===== config.mk =====
export PLATFORM = sky130hd
export DESIGN_NAME = mul_subsystem
export DESIGN_NICKNAME = d
export VERILOG_FILES = /design/src/design/ucode_pkg.sv /design/src/design/exec_unit.sv /design/src/design/instr_decode.sv /design/src/design/mul_subsystem.sv /design/src/design/ucode_sequencer.sv
export SDC_FILE = /design/constraint.sdc
export NUM_CORES = 2
export LEC_CHECK = 0
export BUFFER_PORTS_ARGS = -buffer_cell sky130_fd_sc_hd__buf_2
export CAP_MARGIN = 20
export CORE_ASPECT_RATIO = 1.2
export CORE_MARGIN = 2
export CORE_UTILIZATION = 45
export DETAILED_ROUTE_END_ITERATION = 10
export SYNTH_ARGS = -nofsm -noshare
export SYNTH_HDL_FRONTEND = slang
export SYNTH_HIERARCHICAL = 1
export SYNTH_SLANG_ARGS = --single-unit

===== constraint.sdc =====
create_clock -name clk -period 20 [get_ports clk]
set_clock_uncertainty 0.15 [all_clocks]
set_input_delay 1 -clock clk [delete_from_list [all_inputs] [get_ports clk]]
set_output_delay 1 -clock clk [all_outputs]
set_load 0.01 [all_outputs]

===== src/design/ucode_pkg.sv =====
/*
 * Multiply microcode slice shared definitions
 * Opcodes, instruction field positions, the NOP word and the multiply kinds
 * used by the decoder, the sequencer and the execute unit
 */
package ucode_pkg;

    // Sizes
    localparam int REG_ADDR_W = 4;   // Sixteen registers
    localparam int DATA_W     = 32;  // Register width
    localparam int INSTR_W    = 32;  // Instruction word width
    localparam int IMM_W      = 16;  // Immediate field width

    // Field positions
    localparam int OPC_HI = 31;
    localparam int OPC_LO = 25;
    localparam int OPC_W  = OPC_HI - OPC_LO + 1;
    localparam int RD_LO  = 21;  // Destination at 24..21
    localparam int RS1_LO = 17;  // First source at 20..17
    localparam int RS2_LO = 13;  // Second source at 16..13
    localparam int IMM_LO = 0;   // Immediate at 15..0, overlaps RS2

    // Plain register instructions
    localparam logic [OPC_W-1:0] OP_MOV   = 7'b0000000;  // rd = zext(imm)
    localparam logic [OPC_W-1:0] OP_ADD   = 7'b0110001;  // rd = rs1 + rs2
    localparam logic [OPC_W-1:0] OP_SUB   = 7'b0110010;  // rd = rs1 - rs2
    localparam logic [OPC_W-1:0] OP_SUBI  = 7'b0010010;  // rd = rs1 - zext(imm)
    localparam logic [OPC_W-1:0] OP_ADDS  = 7'b0111001;  // ADD and update NZCV
    localparam logic [OPC_W-1:0] OP_NOT   = 7'b0110110;  // rd = ~rs1

    // Multiplies, expanded by the sequencer
    localparam logic [OPC_W-1:0] OP_MULI  = 7'b1000001;  // rd = rs1 * imm
    localparam logic [OPC_W-1:0] OP_MULR  = 7'b1000010;  // rd = rs1 * rs2[15:0]
    localparam logic [OPC_W-1:0] OP_MULSI = 7'b1000011;  // rd = rs1 * signed imm

    // No operation, fixed prefix then zeros
    localparam logic [INSTR_W-1:0] NOP_WORD = {5'b11001, 27'b0};

    // Multiply flavour handed from decoder to sequencer
    typedef enum logic [1:0] {
        MUL_IMM  = 2'd0,  // Unsigned immediate count
        MUL_REG  = 2'd1,  // Count from low half of rs2
        MUL_SIMM = 2'd2   // Signed immediate count
    } mul_kind_t;

endpackage


===== src/design/exec_unit.sv =====
/*
 * Single-cycle execute unit
 * Sixteen 32-bit registers, NZCV flags and the ALU. Sequencer words take
 * priority over decoder words; results land on the edge ending the cycle
 */
module exec_unit (
    input  logic                                 clk,
    input  logic                                 rst,
    input  logic                                 dec_valid,
    input  logic [ucode_pkg::INSTR_W-1:0]        dec_instr,
    input  logic                                 seq_active,
    input  logic [ucode_pkg::INSTR_W-1:0]        seq_instr,
    input  logic [ucode_pkg::REG_ADDR_W-1:0]     rs2_addr,
    output logic [ucode_pkg::DATA_W-1:0]         rs2_data,
    input  logic                                 flags_restore,
    input  logic [3:0]                           flags_saved,
    output logic [3:0]                           flags,
    input  logic [ucode_pkg::REG_ADDR_W-1:0]     dbg_addr,
    output logic [ucode_pkg::DATA_W-1:0]         dbg_data
);
    import ucode_pkg::*;

    localparam int NUM_REGS = 1 << REG_ADDR_W;

    logic [DATA_W-1:0]     regs [NUM_REGS];
    logic                  ex_valid;
    logic [INSTR_W-1:0]    ex_instr;
    logic [OPC_W-1:0]      opcode;
    logic [REG_ADDR_W-1:0] rd;
    logic [REG_ADDR_W-1:0] rs1;
    logic [REG_ADDR_W-1:0] rs2;
    logic [IMM_W-1:0]      imm;
    logic [DATA_W-1:0]     op_a;
    logic [DATA_W-1:0]     op_b;
    logic [DATA_W-1:0]     imm_ext;
    logic [DATA_W:0]       sum_ext;   // Carry in the top bit
    logic [DATA_W-1:0]     result;
    logic                  wr_en;
    logic                  flags_en;
    logic [3:0]            flags_new;

    // Source select, sequencer wins
    assign ex_valid = seq_active | dec_valid;
    assign ex_instr = seq_active ? seq_instr : dec_instr;

    assign opcode  = ex_instr[OPC_HI:OPC_LO];
    assign rd      = ex_instr[RD_LO +: REG_ADDR_W];
    assign rs1     = ex_instr[RS1_LO +: REG_ADDR_W];
    assign rs2     = ex_instr[RS2_LO +: REG_ADDR_W];
    assign imm     = ex_instr[IMM_LO +: IMM_W];
    assign imm_ext = {{(DATA_W - IMM_W){1'b0}}, imm};

    assign op_a    = regs[rs1];
    assign op_b    = regs[rs2];
    assign sum_ext = {1'b0, op_a} + {1'b0, op_b};

    // Combinational reads
    assign rs2_data = regs[rs2_addr];  // Count for MULR
    assign dbg_data = regs[dbg_addr];

    // ALU
    always_comb begin
        result   = sum_ext[DATA_W-1:0];
        wr_en    = 1'b0;
        flags_en = 1'b0;
        case (opcode)
            OP_MOV: begin
                result = imm_ext;
                wr_en  = ex_valid;
            end
            OP_ADD:  wr_en = ex_valid;
            OP_ADDS: begin
                wr_en    = ex_valid;
                flags_en = ex_valid;
            end
            OP_SUB: begin
                result = op_a - op_b;
                wr_en  = ex_valid;
            end
            OP_SUBI: begin
                result = op_a - imm_ext;
                wr_en  = ex_valid;
            end
            OP_NOT: begin
                result = ~op_a;
                wr_en  = ex_valid;
            end
            default: wr_en = 1'b0;  // NOP and unknown opcodes
        endcase
    end

    // NZCV of the add
    assign flags_new = {result[DATA_W-1],
                        result == '0,
                        sum_ext[DATA_W],
                        (op_a[DATA_W-1] == op_b[DATA_W-1]) &&
                        (result[DATA_W-1] != op_a[DATA_W-1])};

    // Register file
    always_ff @(posedge clk or posedge rst) begin
        if (rst) begin
            for (int i = 0; i < NUM_REGS; i++) begin
                regs[i] <= '0;
            end
        end else if (wr_en) begin
            regs[rd] <= result;
        end
    end

    // Flags, restore beats an ADDS
    always_ff @(posedge clk or posedge rst) begin
        if (rst) begin
            flags <= '0;
        end else if (flags_restore) begin
            flags <= flags_saved;
        end else if (flags_en) begin
            flags <= flags_new;
        end
    end

endmodule


===== src/design/instr_decode.sv =====
/*
 * Instruction decoder
 * Takes instructions on a valid/ready port, forwards plain ones to the
 * execute unit and hands multiplies to the microcode sequencer
 */
module instr_decode (
    input  logic                                 clk,
    input  logic                                 rst,
    input  logic                                 in_valid,
    input  logic [ucode_pkg::INSTR_W-1:0]        in_instr,
    output logic                                 in_ready,
    output logic                                 dec_valid,
    output logic [ucode_pkg::INSTR_W-1:0]        dec_instr,
    output logic                                 mul_start,
    output ucode_pkg::mul_kind_t                 mul_kind,
    output logic [ucode_pkg::REG_ADDR_W-1:0]     mul_rd,
    output logic [ucode_pkg::REG_ADDR_W-1:0]     mul_rs1,
    output logic [ucode_pkg::REG_ADDR_W-1:0]     mul_rs2,
    output logic [ucode_pkg::IMM_W-1:0]          mul_imm,
    input  logic                                 mul_release
);
    import ucode_pkg::*;

    logic [OPC_W-1:0] opcode;
    logic             is_mul;    // Opcode is one of the multiplies
    mul_kind_t        kind_dec;
    logic             accept;    // Transfer on this edge
    logic             busy;      // Multiply in flight
    logic             run_q;     // Out of reset

    assign opcode   = in_instr[OPC_HI:OPC_LO];
    assign accept   = in_valid & in_ready;
    assign in_ready = run_q & ~busy;  // Low in reset and while a multiply runs

    // Classify by opcode
    always_comb begin
        is_mul   = 1'b1;
        kind_dec = MUL_IMM;
        case (opcode)
            OP_MULI:  kind_dec = MUL_IMM;
            OP_MULR:  kind_dec = MUL_REG;
            OP_MULSI: kind_dec = MUL_SIMM;
            default:  is_mul = 1'b0;  // Plain or NOP, goes to execute
        endcase
    end

    // Control state
    always_ff @(posedge clk or posedge rst) begin
        if (rst) begin
            run_q     <= 1'b0;
            busy      <= 1'b0;
            dec_valid <= 1'b0;
            mul_start <= 1'b0;
        end else begin
            run_q     <= 1'b1;
            dec_valid <= accept & ~is_mul;  // One cycle per plain instruction
            mul_start <= accept & is_mul;   // One cycle kick for the sequencer
            if (accept && is_mul) begin
                busy <= 1'b1;
            end else if (mul_release) begin
                busy <= 1'b0;  // Ready again the cycle after release
            end
        end
    end

    // Payload, captured on accept
    always_ff @(posedge clk) begin
        if (accept && !is_mul) begin
            dec_instr <= in_instr;
        end
        if (accept && is_mul) begin
            mul_kind <= kind_dec;
            mul_rd   <= in_instr[RD_LO +: REG_ADDR_W];
            mul_rs1  <= in_instr[RS1_LO +: REG_ADDR_W];
            mul_rs2  <= in_instr[RS2_LO +: REG_ADDR_W];  // Count register for MULR
            mul_imm  <= in_instr[IMM_LO +: IMM_W];
        end
    end

endmodule


===== src/design/mul_subsystem.sv =====
/*
 * Multiply execution slice top level
 * Decoder, microcode sequencer and execute unit with a debug read port
 */
module mul_subsystem (
    input  logic                                 clk,
    input  logic                                 rst,
    input  logic                                 in_valid,
    input  logic [ucode_pkg::INSTR_W-1:0]        in_instr,
    output logic                                 in_ready,
    input  logic [ucode_pkg::REG_ADDR_W-1:0]     dbg_addr,
    output logic [ucode_pkg::DATA_W-1:0]         dbg_data,
    output logic [3:0]                           flags
);
    import ucode_pkg::*;

    // Decoder to execute
    logic                  dec_valid;
    logic [INSTR_W-1:0]    dec_instr;

    // Decoder to sequencer
    logic                  mul_start;
    mul_kind_t             mul_kind;
    logic [REG_ADDR_W-1:0] mul_rd;
    logic [REG_ADDR_W-1:0] mul_rs1;
    logic [REG_ADDR_W-1:0] mul_rs2;  // Also the execute read address
    logic [IMM_W-1:0]      mul_imm;
    logic                  mul_release;

    // Sequencer and execute
    logic                  seq_active;
    logic [INSTR_W-1:0]    seq_instr;
    logic [DATA_W-1:0]     rs2_data;
    logic                  flags_restore;
    logic [3:0]            flags_saved;

    instr_decode instr_decode_i (
        .clk         (clk),
        .rst         (rst),
        .in_valid    (in_valid),
        .in_instr    (in_instr),
        .in_ready    (in_ready),
        .dec_valid   (dec_valid),
        .dec_instr   (dec_instr),
        .mul_start   (mul_start),
        .mul_kind    (mul_kind),
        .mul_rd      (mul_rd),
        .mul_rs1     (mul_rs1),
        .mul_rs2     (mul_rs2),
        .mul_imm     (mul_imm),
        .mul_release (mul_release)
    );

    ucode_sequencer ucode_sequencer_i (
        .clk           (clk),
        .rst           (rst),
        .mul_start     (mul_start),
        .mul_kind      (mul_kind),
        .mul_rd        (mul_rd),
        .mul_rs1       (mul_rs1),
        .mul_imm       (mul_imm),
        .rs2_data      (rs2_data),
        .flags         (flags),
        .seq_active    (seq_active),
        .seq_instr     (seq_instr),
        .flags_restore (flags_restore),
        .flags_saved   (flags_saved),
        .mul_release   (mul_release)
    );

    exec_unit exec_unit_i (
        .clk           (clk),
        .rst           (rst),
        .dec_valid     (dec_valid),
        .dec_instr     (dec_instr),
        .seq_active    (seq_active),
        .seq_instr     (seq_instr),
        .rs2_addr      (mul_rs2),
        .rs2_data      (rs2_data),
        .flags_restore (flags_restore),
        .flags_saved   (flags_saved),
        .flags         (flags),
        .dbg_addr      (dbg_addr),
        .dbg_data      (dbg_data)
    );

endmodule


===== src/design/ucode_sequencer.sv =====
/*
 * Multiply microcode sequencer
 * Expands MULI, MULR and MULSI into MOV, ADD or ADDS, and a SUBI/NOT
 * negation pair, injected into the execute unit. Saves the flags at start
 * and restores them on release
 */
module ucode_sequencer (
    input  logic                                 clk,
    input  logic                                 rst,
    input  logic                                 mul_start,
    input  ucode_pkg::mul_kind_t                 mul_kind,
    input  logic [ucode_pkg::REG_ADDR_W-1:0]     mul_rd,
    input  logic [ucode_pkg::REG_ADDR_W-1:0]     mul_rs1,
    input  logic [ucode_pkg::IMM_W-1:0]          mul_imm,
    input  logic [ucode_pkg::DATA_W-1:0]         rs2_data,
    input  logic [3:0]                           flags,
    output logic                                 seq_active,
    output logic [ucode_pkg::INSTR_W-1:0]        seq_instr,
    output logic                                 flags_restore,
    output logic [3:0]                           flags_saved,
    output logic                                 mul_release
);
    import ucode_pkg::*;

    typedef enum logic [2:0] {
        S_IDLE,
        S_CLEAR,    // Count zero, SUB rd,rd,rd
        S_MOVE,     // MOV rd,#0 before the adds
        S_ADD,      // One accumulate per count
        S_NEG_DEC,  // SUBI rd,rd,#1
        S_NEG_INV,  // NOT rd,rd
        S_RELEASE   // Hand the stream back
    } state_t;

    state_t                state, state_next;
    logic                  take;       // Start seen while idle
    logic [IMM_W-1:0]      start_cnt;  // Count as loaded at start
    logic [IMM_W-1:0]      cnt;        // Adds still to issue
    mul_kind_t             kind_q;
    logic                  neg_q;      // Negative MULSI, negate at the end
    logic [3:0]            flags_q;
    logic [REG_ADDR_W-1:0] rd_q;
    logic [REG_ADDR_W-1:0] rs1_q;
    logic [OPC_W-1:0]      add_op;

    assign take        = (state == S_IDLE) && mul_start;
    assign add_op      = (kind_q == MUL_SIMM) ? OP_ADDS : OP_ADD;
    assign flags_saved = flags_q;

    // Count source per kind
    always_comb begin
        case (mul_kind)
            MUL_REG:  start_cnt = rs2_data[IMM_W-1:0];
            MUL_SIMM: start_cnt = mul_imm[IMM_W-1] ? -mul_imm : mul_imm;  // Magnitude
            default:  start_cnt = mul_imm;
        endcase
    end

    // Next state and the injected word
    always_comb begin
        state_next    = state;
        seq_active    = 1'b0;
        seq_instr     = NOP_WORD;
        mul_release   = 1'b0;
        flags_restore = 1'b0;
        case (state)
            S_IDLE: begin
                if (mul_start) begin
                    state_next = (start_cnt == '0) ? S_CLEAR : S_MOVE;
                end
            end
            S_CLEAR: begin
                seq_active = 1'b1;
                seq_instr  = {OP_SUB, rd_q, rd_q, rd_q, {RS2_LO{1'b0}}};
                state_next = S_RELEASE;
            end
            S_MOVE: begin
                seq_active = 1'b1;
                seq_instr  = {OP_MOV, rd_q, 5'b0, {IMM_W{1'b0}}};  // Zero the accumulator
                state_next = S_ADD;
            end
            S_ADD: begin
                seq_active = 1'b1;
                seq_instr  = {add_op, rd_q, rd_q, rs1_q, {RS2_LO{1'b0}}};
                if (cnt == 16'd1) begin  // Last add
                    state_next = neg_q ? S_NEG_DEC : S_RELEASE;
                end
            end
            S_NEG_DEC: begin
                // Two's complement as ~(x - 1)
                seq_active = 1'b1;
                seq_instr  = {OP_SUBI, rd_q, rd_q, 1'b0, 16'd1};
                state_next = S_NEG_INV;
            end
            S_NEG_INV: begin
                seq_active = 1'b1;
                seq_instr  = {OP_NOT, rd_q, rd_q, 17'b0};
                state_next = S_RELEASE;
            end
            S_RELEASE: begin
                mul_release   = 1'b1;
                flags_restore = 1'b1;  // Put back pre-multiply NZCV
                state_next    = S_IDLE;
            end
            default: state_next = S_IDLE;
        endcase
    end

    // Control state, counter and saved flags
    always_ff @(posedge clk or posedge rst) begin
        if (rst) begin
            state   <= S_IDLE;
            cnt     <= '0;
            kind_q  <= MUL_IMM;
            neg_q   <= 1'b0;
            flags_q <= '0;
        end else begin
            state <= state_next;
            if (take) begin
                cnt     <= start_cnt;
                kind_q  <= mul_kind;
                neg_q   <= (mul_kind == MUL_SIMM) && mul_imm[IMM_W-1];
                flags_q <= flags;  // Flags left by the last plain instruction
            end else if (state == S_ADD) begin
                cnt <= cnt - 1'b1;
            end
        end
    end

    // Register numbers for the injected words
    always_ff @(posedge clk) begin
        if (take) begin
            rd_q  <= mul_rd;
            rs1_q <= mul_rs1;
        end
    end

endmodule


### Word-level counts from Yosys, hierarchy flattened

Cells that the tools add are included.

* register bits after elaboration: 616
* input port bits: 39
* output and inout port bits: 37
* logic and storage cells: 137

* add/subtract/negate cells: 5
* $lt $le $gt $ge: 6
* equal/unequal tests: 22
* multiplexer cells: 38
* bitwise logic cells: 13
* reductions and logical operators: 19

Operator list (count)
* binary-select mux 32 bit (select 4 bit): 4
* bitwise mux 512 bit: 1
* two-way mux 32 bit: 8
* case mux 32 bit (5 select lines): 1
* demux 32 bit (select 4 bit): 1
* case mux 32 bit (4 select lines): 1
* two-way mux 16 bit: 5
* adder 32 x 32 -> 33 bit: 1
* zero test 32 bit: 1
* NOT 32 bit: 1
* case mux 16 bit (2 select lines): 1
* subtractor 32 x 16 -> 32 bit: 1
* subtractor 32 bit: 1
* equality test 7 x 6 -> 1 bit, second input constant: 4
* >= comparator 5 bit, second input constant: 5
* NOT 4 -> 5 bit: 5
* equality test 7 bit, second input constant: 3
* equality test 16 x 1 -> 1 bit, second input constant: 1
* zero test 16 bit: 1
* negator 16 bit: 1
* subtractor 16 x 1 -> 16 bit, second input constant: 1
* case mux 3 bit (5 select lines): 1
* two-way mux 4 bit: 3
* equality test 3 bit, second input constant: 3
* other kinds (27): 48

### Longest topological paths before layout

* word-level depth: 14
* mapped depth: 35
* mapped depth without buffers: 27

### Hierarchy

The synthesis kept the hierarchy.

Modules (own cells, without submodules)
* exec_unit: instances 1, cells an instance 3515, area an instance 39152.6 µm², sequential area each 12912.4 µm²
* ucode_sequencer: instances 1, cells an instance 318, area an instance 2665.1 µm², sequential area each 890.9 µm²
* instr_decode: instances 1, cells an instance 81, area an instance 1988.2 µm², sequential area each 1871.8 µm²

### Worst setup path before layout

OpenSTA, ideal clock, no wires.

* kind: register to register
* start: register ucode_sequencer_i.state[1]
* end: register exec_unit_i.flags[2]
* setup time: 0.066 ns
* arrival: 7.468 ns
* required time: 19.784 ns
* path slack: 12.316 ns
* cell stages (with the launch flop): 33
* path buffers: 7
* period minus slack after synthesis: 7.684 ns
* cells stage by stage: dfrtp_1 > clkinv_1 > ha_1 > clkbuf_1 > nor2_1 > a21oi_1 > nor2_1 > mux2i_1 > buf_2 > buf_4 > buf_4 > clkbuf_1 > clkbuf_1 > clkbuf_1 > mux4_2 > nand2_1 > a31oi_1 > ha_1 > fa_1 > a21o_1 > a21oi_1 > o21bai_1 > a21oi_1 > o21ai_0 > a211oi_1 > nor2_1 > o41ai_1 > xnor2_1 > a221oi_1 > and4_1 > o211ai_1 > nor4_1 > a31o_1

* elaborated cells on any way between the ends: 35
* those cells by class: 3 x add/sub; 10 x eq/ne; 14 x mux; 4 x bitwise; 4 x reduce/logical

RTL lines
* start: declaration: RTL line ucode_sequencer.sv:35 `state_t state, state_next;`
* start signal: assignment: RTL line ucode_sequencer.sv:118 `state <= state_next;`
* equality test 3 bit, or another cell as far along: RTL line ucode_sequencer.sv:66 `case (state)`
* case mux 32 bit (5 select lines) (*): RTL line ucode_sequencer.sv:66
* net seq_instr[13]: RTL line mul_subsystem.sv:32 `logic [INSTR_W-1:0] seq_instr;`
* two-way mux 32 bit (*): RTL line exec_unit.sv:44 `assign ex_instr = seq_active ? seq_instr : dec_instr;`
* NOT 4 -> 5 bit (implied by the code): RTL line exec_unit.sv:54 `assign op_b = regs[rs2];`
* binary-select mux 32 bit (select 4 bit): RTL line exec_unit.sv:54
* two-way mux 32 bit (implied by the code) (2 in series): RTL line exec_unit.sv:54
* adder 32 x 32 -> 33 bit / subtractor 32 bit (equally long branches): RTL line exec_unit.sv:55, exec_unit.sv:77
* case mux 32 bit (4 select lines) (*): RTL line exec_unit.sv:66 `case (opcode)`
* zero test 32 bit (*): RTL line exec_unit.sv:94 `result == '0,`
* two-way mux 4 bit (*): RTL line exec_unit.sv:116 `end else if (flags_en) begin`
* two-way mux 4 bit (*): RTL line exec_unit.sv:114 `end else if (flags_restore) begin`
* end signal: assignment: RTL line exec_unit.sv:115 `flags <= flags_saved;`
* end signal: assignment: RTL line exec_unit.sv:117 `flags <= flags_new;`
* end: declaration: RTL line exec_unit.sv:17 `output logic [3:0] flags,`

Mark *: on every way through the listed nets, which the timed path passes. The rest lies on a longest branch. The select of a mux whose other input is x is not followed.
A chain may end at the register's enable or synchronous reset.

### Worst setup path after layout

Ends and elaborated chain as after synthesis.

==> results.tsv <==
metric	value	unit
syn_to_final_growth	8.93	%
cp-start-kind	flip-flop	
via_per_inst	6.56	
drc	0	
num_rows	122	
critPathMostFrequentCell	a21oi_1	
criticalPathCategory	flip-flop to flip-flop	
ctsRootBufferMaster	clkbuf_16	
die_w	283	µm
antenna_left	0	
numCtsBuffers	73	
yosys_warnings	6	
final_hold_viol_count	0	
status	finished, final reports clean	
p_leak	17.6	nW
cellPowerDensity	58.8	nW/µm²
endpoint_kind	flip-flop	
dp_slack	10.53	ns
syn_avg_cell_area	11.0	µm²
rrSetupSlack	10.37	ns
final_common_cell	nand2_1	
clk_latency	0.65	ns
syn-cell-area	42000	µm²
fin_crit	9.63	ns
firstDrtPassIters	5	
critPathSlowestCell	nor4_4	
required	20.43	ns
overflow	0	
place_congestion	0.961	
fin_tns_setup	0	ns
post_drt_wl_per_cell	28.3	µm
io_buffers	75	
routed_wl	143000	µm
multi_input_area	24800	µm²
die_h	339	µm
htreeDepth	3	
grt_max_degree	160	
worstPathArrival	10.05	ns
io_pins	76	
fmax	0.104	GHz
grtUsageTotal	0.300	
min_path_type	primary input to asynchronous set/reset pin	
relSlewSlack	0.242	
antenna_found_initial	2	
cp_max_fo	51	
rsz0062_at_grt	false	
dieArea	95800	µm²
final_layout_size_suffix_gt1_frac	0.250	
critPathMaxStageDelay	0.83	ns
cts_resized	0	
post_cts_buffers	0	
finalWorstSetupSlack	10.37	ns
core	92400	µm²
drt-initial-drc-count	3201	
tightest_slew	1.13	ns
layout_common_cells	nand2_1 (694), dfrtp_1 (546), o21ai_0 (462)	
finalSetupViolCount	0	
maxCapViolCount	0	
irDropWorstVdd	0.0651	mV
tritoncts	built	
clkSinkCount	613	
postCtsHoldBufs	0	
fin_nets	3843	
grt_pass1_wl	214000	µm
fin_crit_sh	0.481	
nFillCells	8336	
cts_buffer_depth	3	
grt_pass1_vias	32200	
via_count	33000	
syn_inst	3828	
hpwlAfterDp	90500	µm
regArea	15700	µm²
slew_viol_final	0	
clkTransAtPathRegs	0.07	ns
start_util	0.455	
where the power goes:
part	switching [mW]	total [mW]	internal [mW]
logic	0.0475	0.0650	0.0175
clock network	0.565	1.36	0.799
registers	0.0000370	1.26	1.26
total	0.613	2.69	2.08
state kept, by name, summed over array words and instances, names as in the netlist, 2 cells and up:
register / flops
instr_decode_i/mul_rs2: 4
instr_decode_i/mul_rs1: 4
ucode_sequencer_i/state: 3
instr_decode_i/mul_rd: 4
ucode_sequencer_i/kind_q: 2
ucode_sequencer_i/rd_q: 4
ucode_sequencer_i/rs1_q: 4
instr_decode_i/mul_imm: 13
instr_decode_i/dec_instr: 32
instr_decode_i/mul_kind: 2
exec_unit_i/flags: 4
exec_unit_i/regs: 512
ucode_sequencer_i/flags_saved: 4
ucode_sequencer_i/cnt: 16
stage by stage:
step | power (mW) | instance area, µm² | hold WS, ns | util | instances
4_1_cts | 2.71 | 45700 | 0.138 | 0.495 | 5029
2_1_floorplan | 1.33 | 42000 | 0.250 | - | 3839
3_3_place_gp | 1.35 | 43300 | 0.252 | 0.469 | 4895
5_1_grt | 2.77 | 45700 | 0.155 | 0.495 | 5031
3_5_place_dp | 1.35 | 43300 | 0.257 | 0.469 | 4898
6_report | 2.69 | 45700 | 0.176 | 0.495 | 5032
final cells by class:
type                            count  area share
Clock inverter                     29     0.00744
Inverter                           46     0.00394
Timing Repair Buffer              172      0.0256
Antenna cell                        1   0.0000547
Multi-Input combinational cell   2829       0.541
Clock buffer                      102      0.0450
Tap cell                         1240      0.0339
Sequential cell                   613       0.343
metal layers:
metal	part of all wire	wire [µm]	GRT usage	vias to the layer above
li1	-	-	-	14300
met1	0.39	55100	0.387	16800
met2	0.47	67400	0.479	1509
met3	0.076	10900	0.0531	356
met4	0.064	9090	0.164	2
met5	0.000049	7	0	-
critical path, delay by kind of cell (launching register included):
| family | cells | cell delay [ns] |
|---|---|---|
| AOI/OAI and AO/OA | 13 | 3.06 |
| buffers and inverters | 3 | 1.77 |
| and+or+nand+nor | 7 | 1.69 |
| adders and majority gates | 3 | 1.37 |
| muxes | 2 | 0.73 |
| DFF | 1 | 0.70 |
path summary, 6_finish.rpt:
check	start	endpoint	cells past startpoint
max	ucode_sequencer_i/state[1]	exec_unit_i/flags[2]	28
min	rst	instr_decode_i/dec_valid	2
max reg2reg	ucode_sequencer_i/state[1]	exec_unit_i/flags[2]	28
min reg2reg	instr_decode_i/mul_rd[2]	ucode_sequencer_i/rd_q[2]	0
max in group asynchronous	rst	exec_unit_i/regs[179]	4
min in group clk	instr_decode_i/mul_rd[2]	ucode_sequencer_i/rd_q[2]	0
Power figures use the tool's default switching activity.
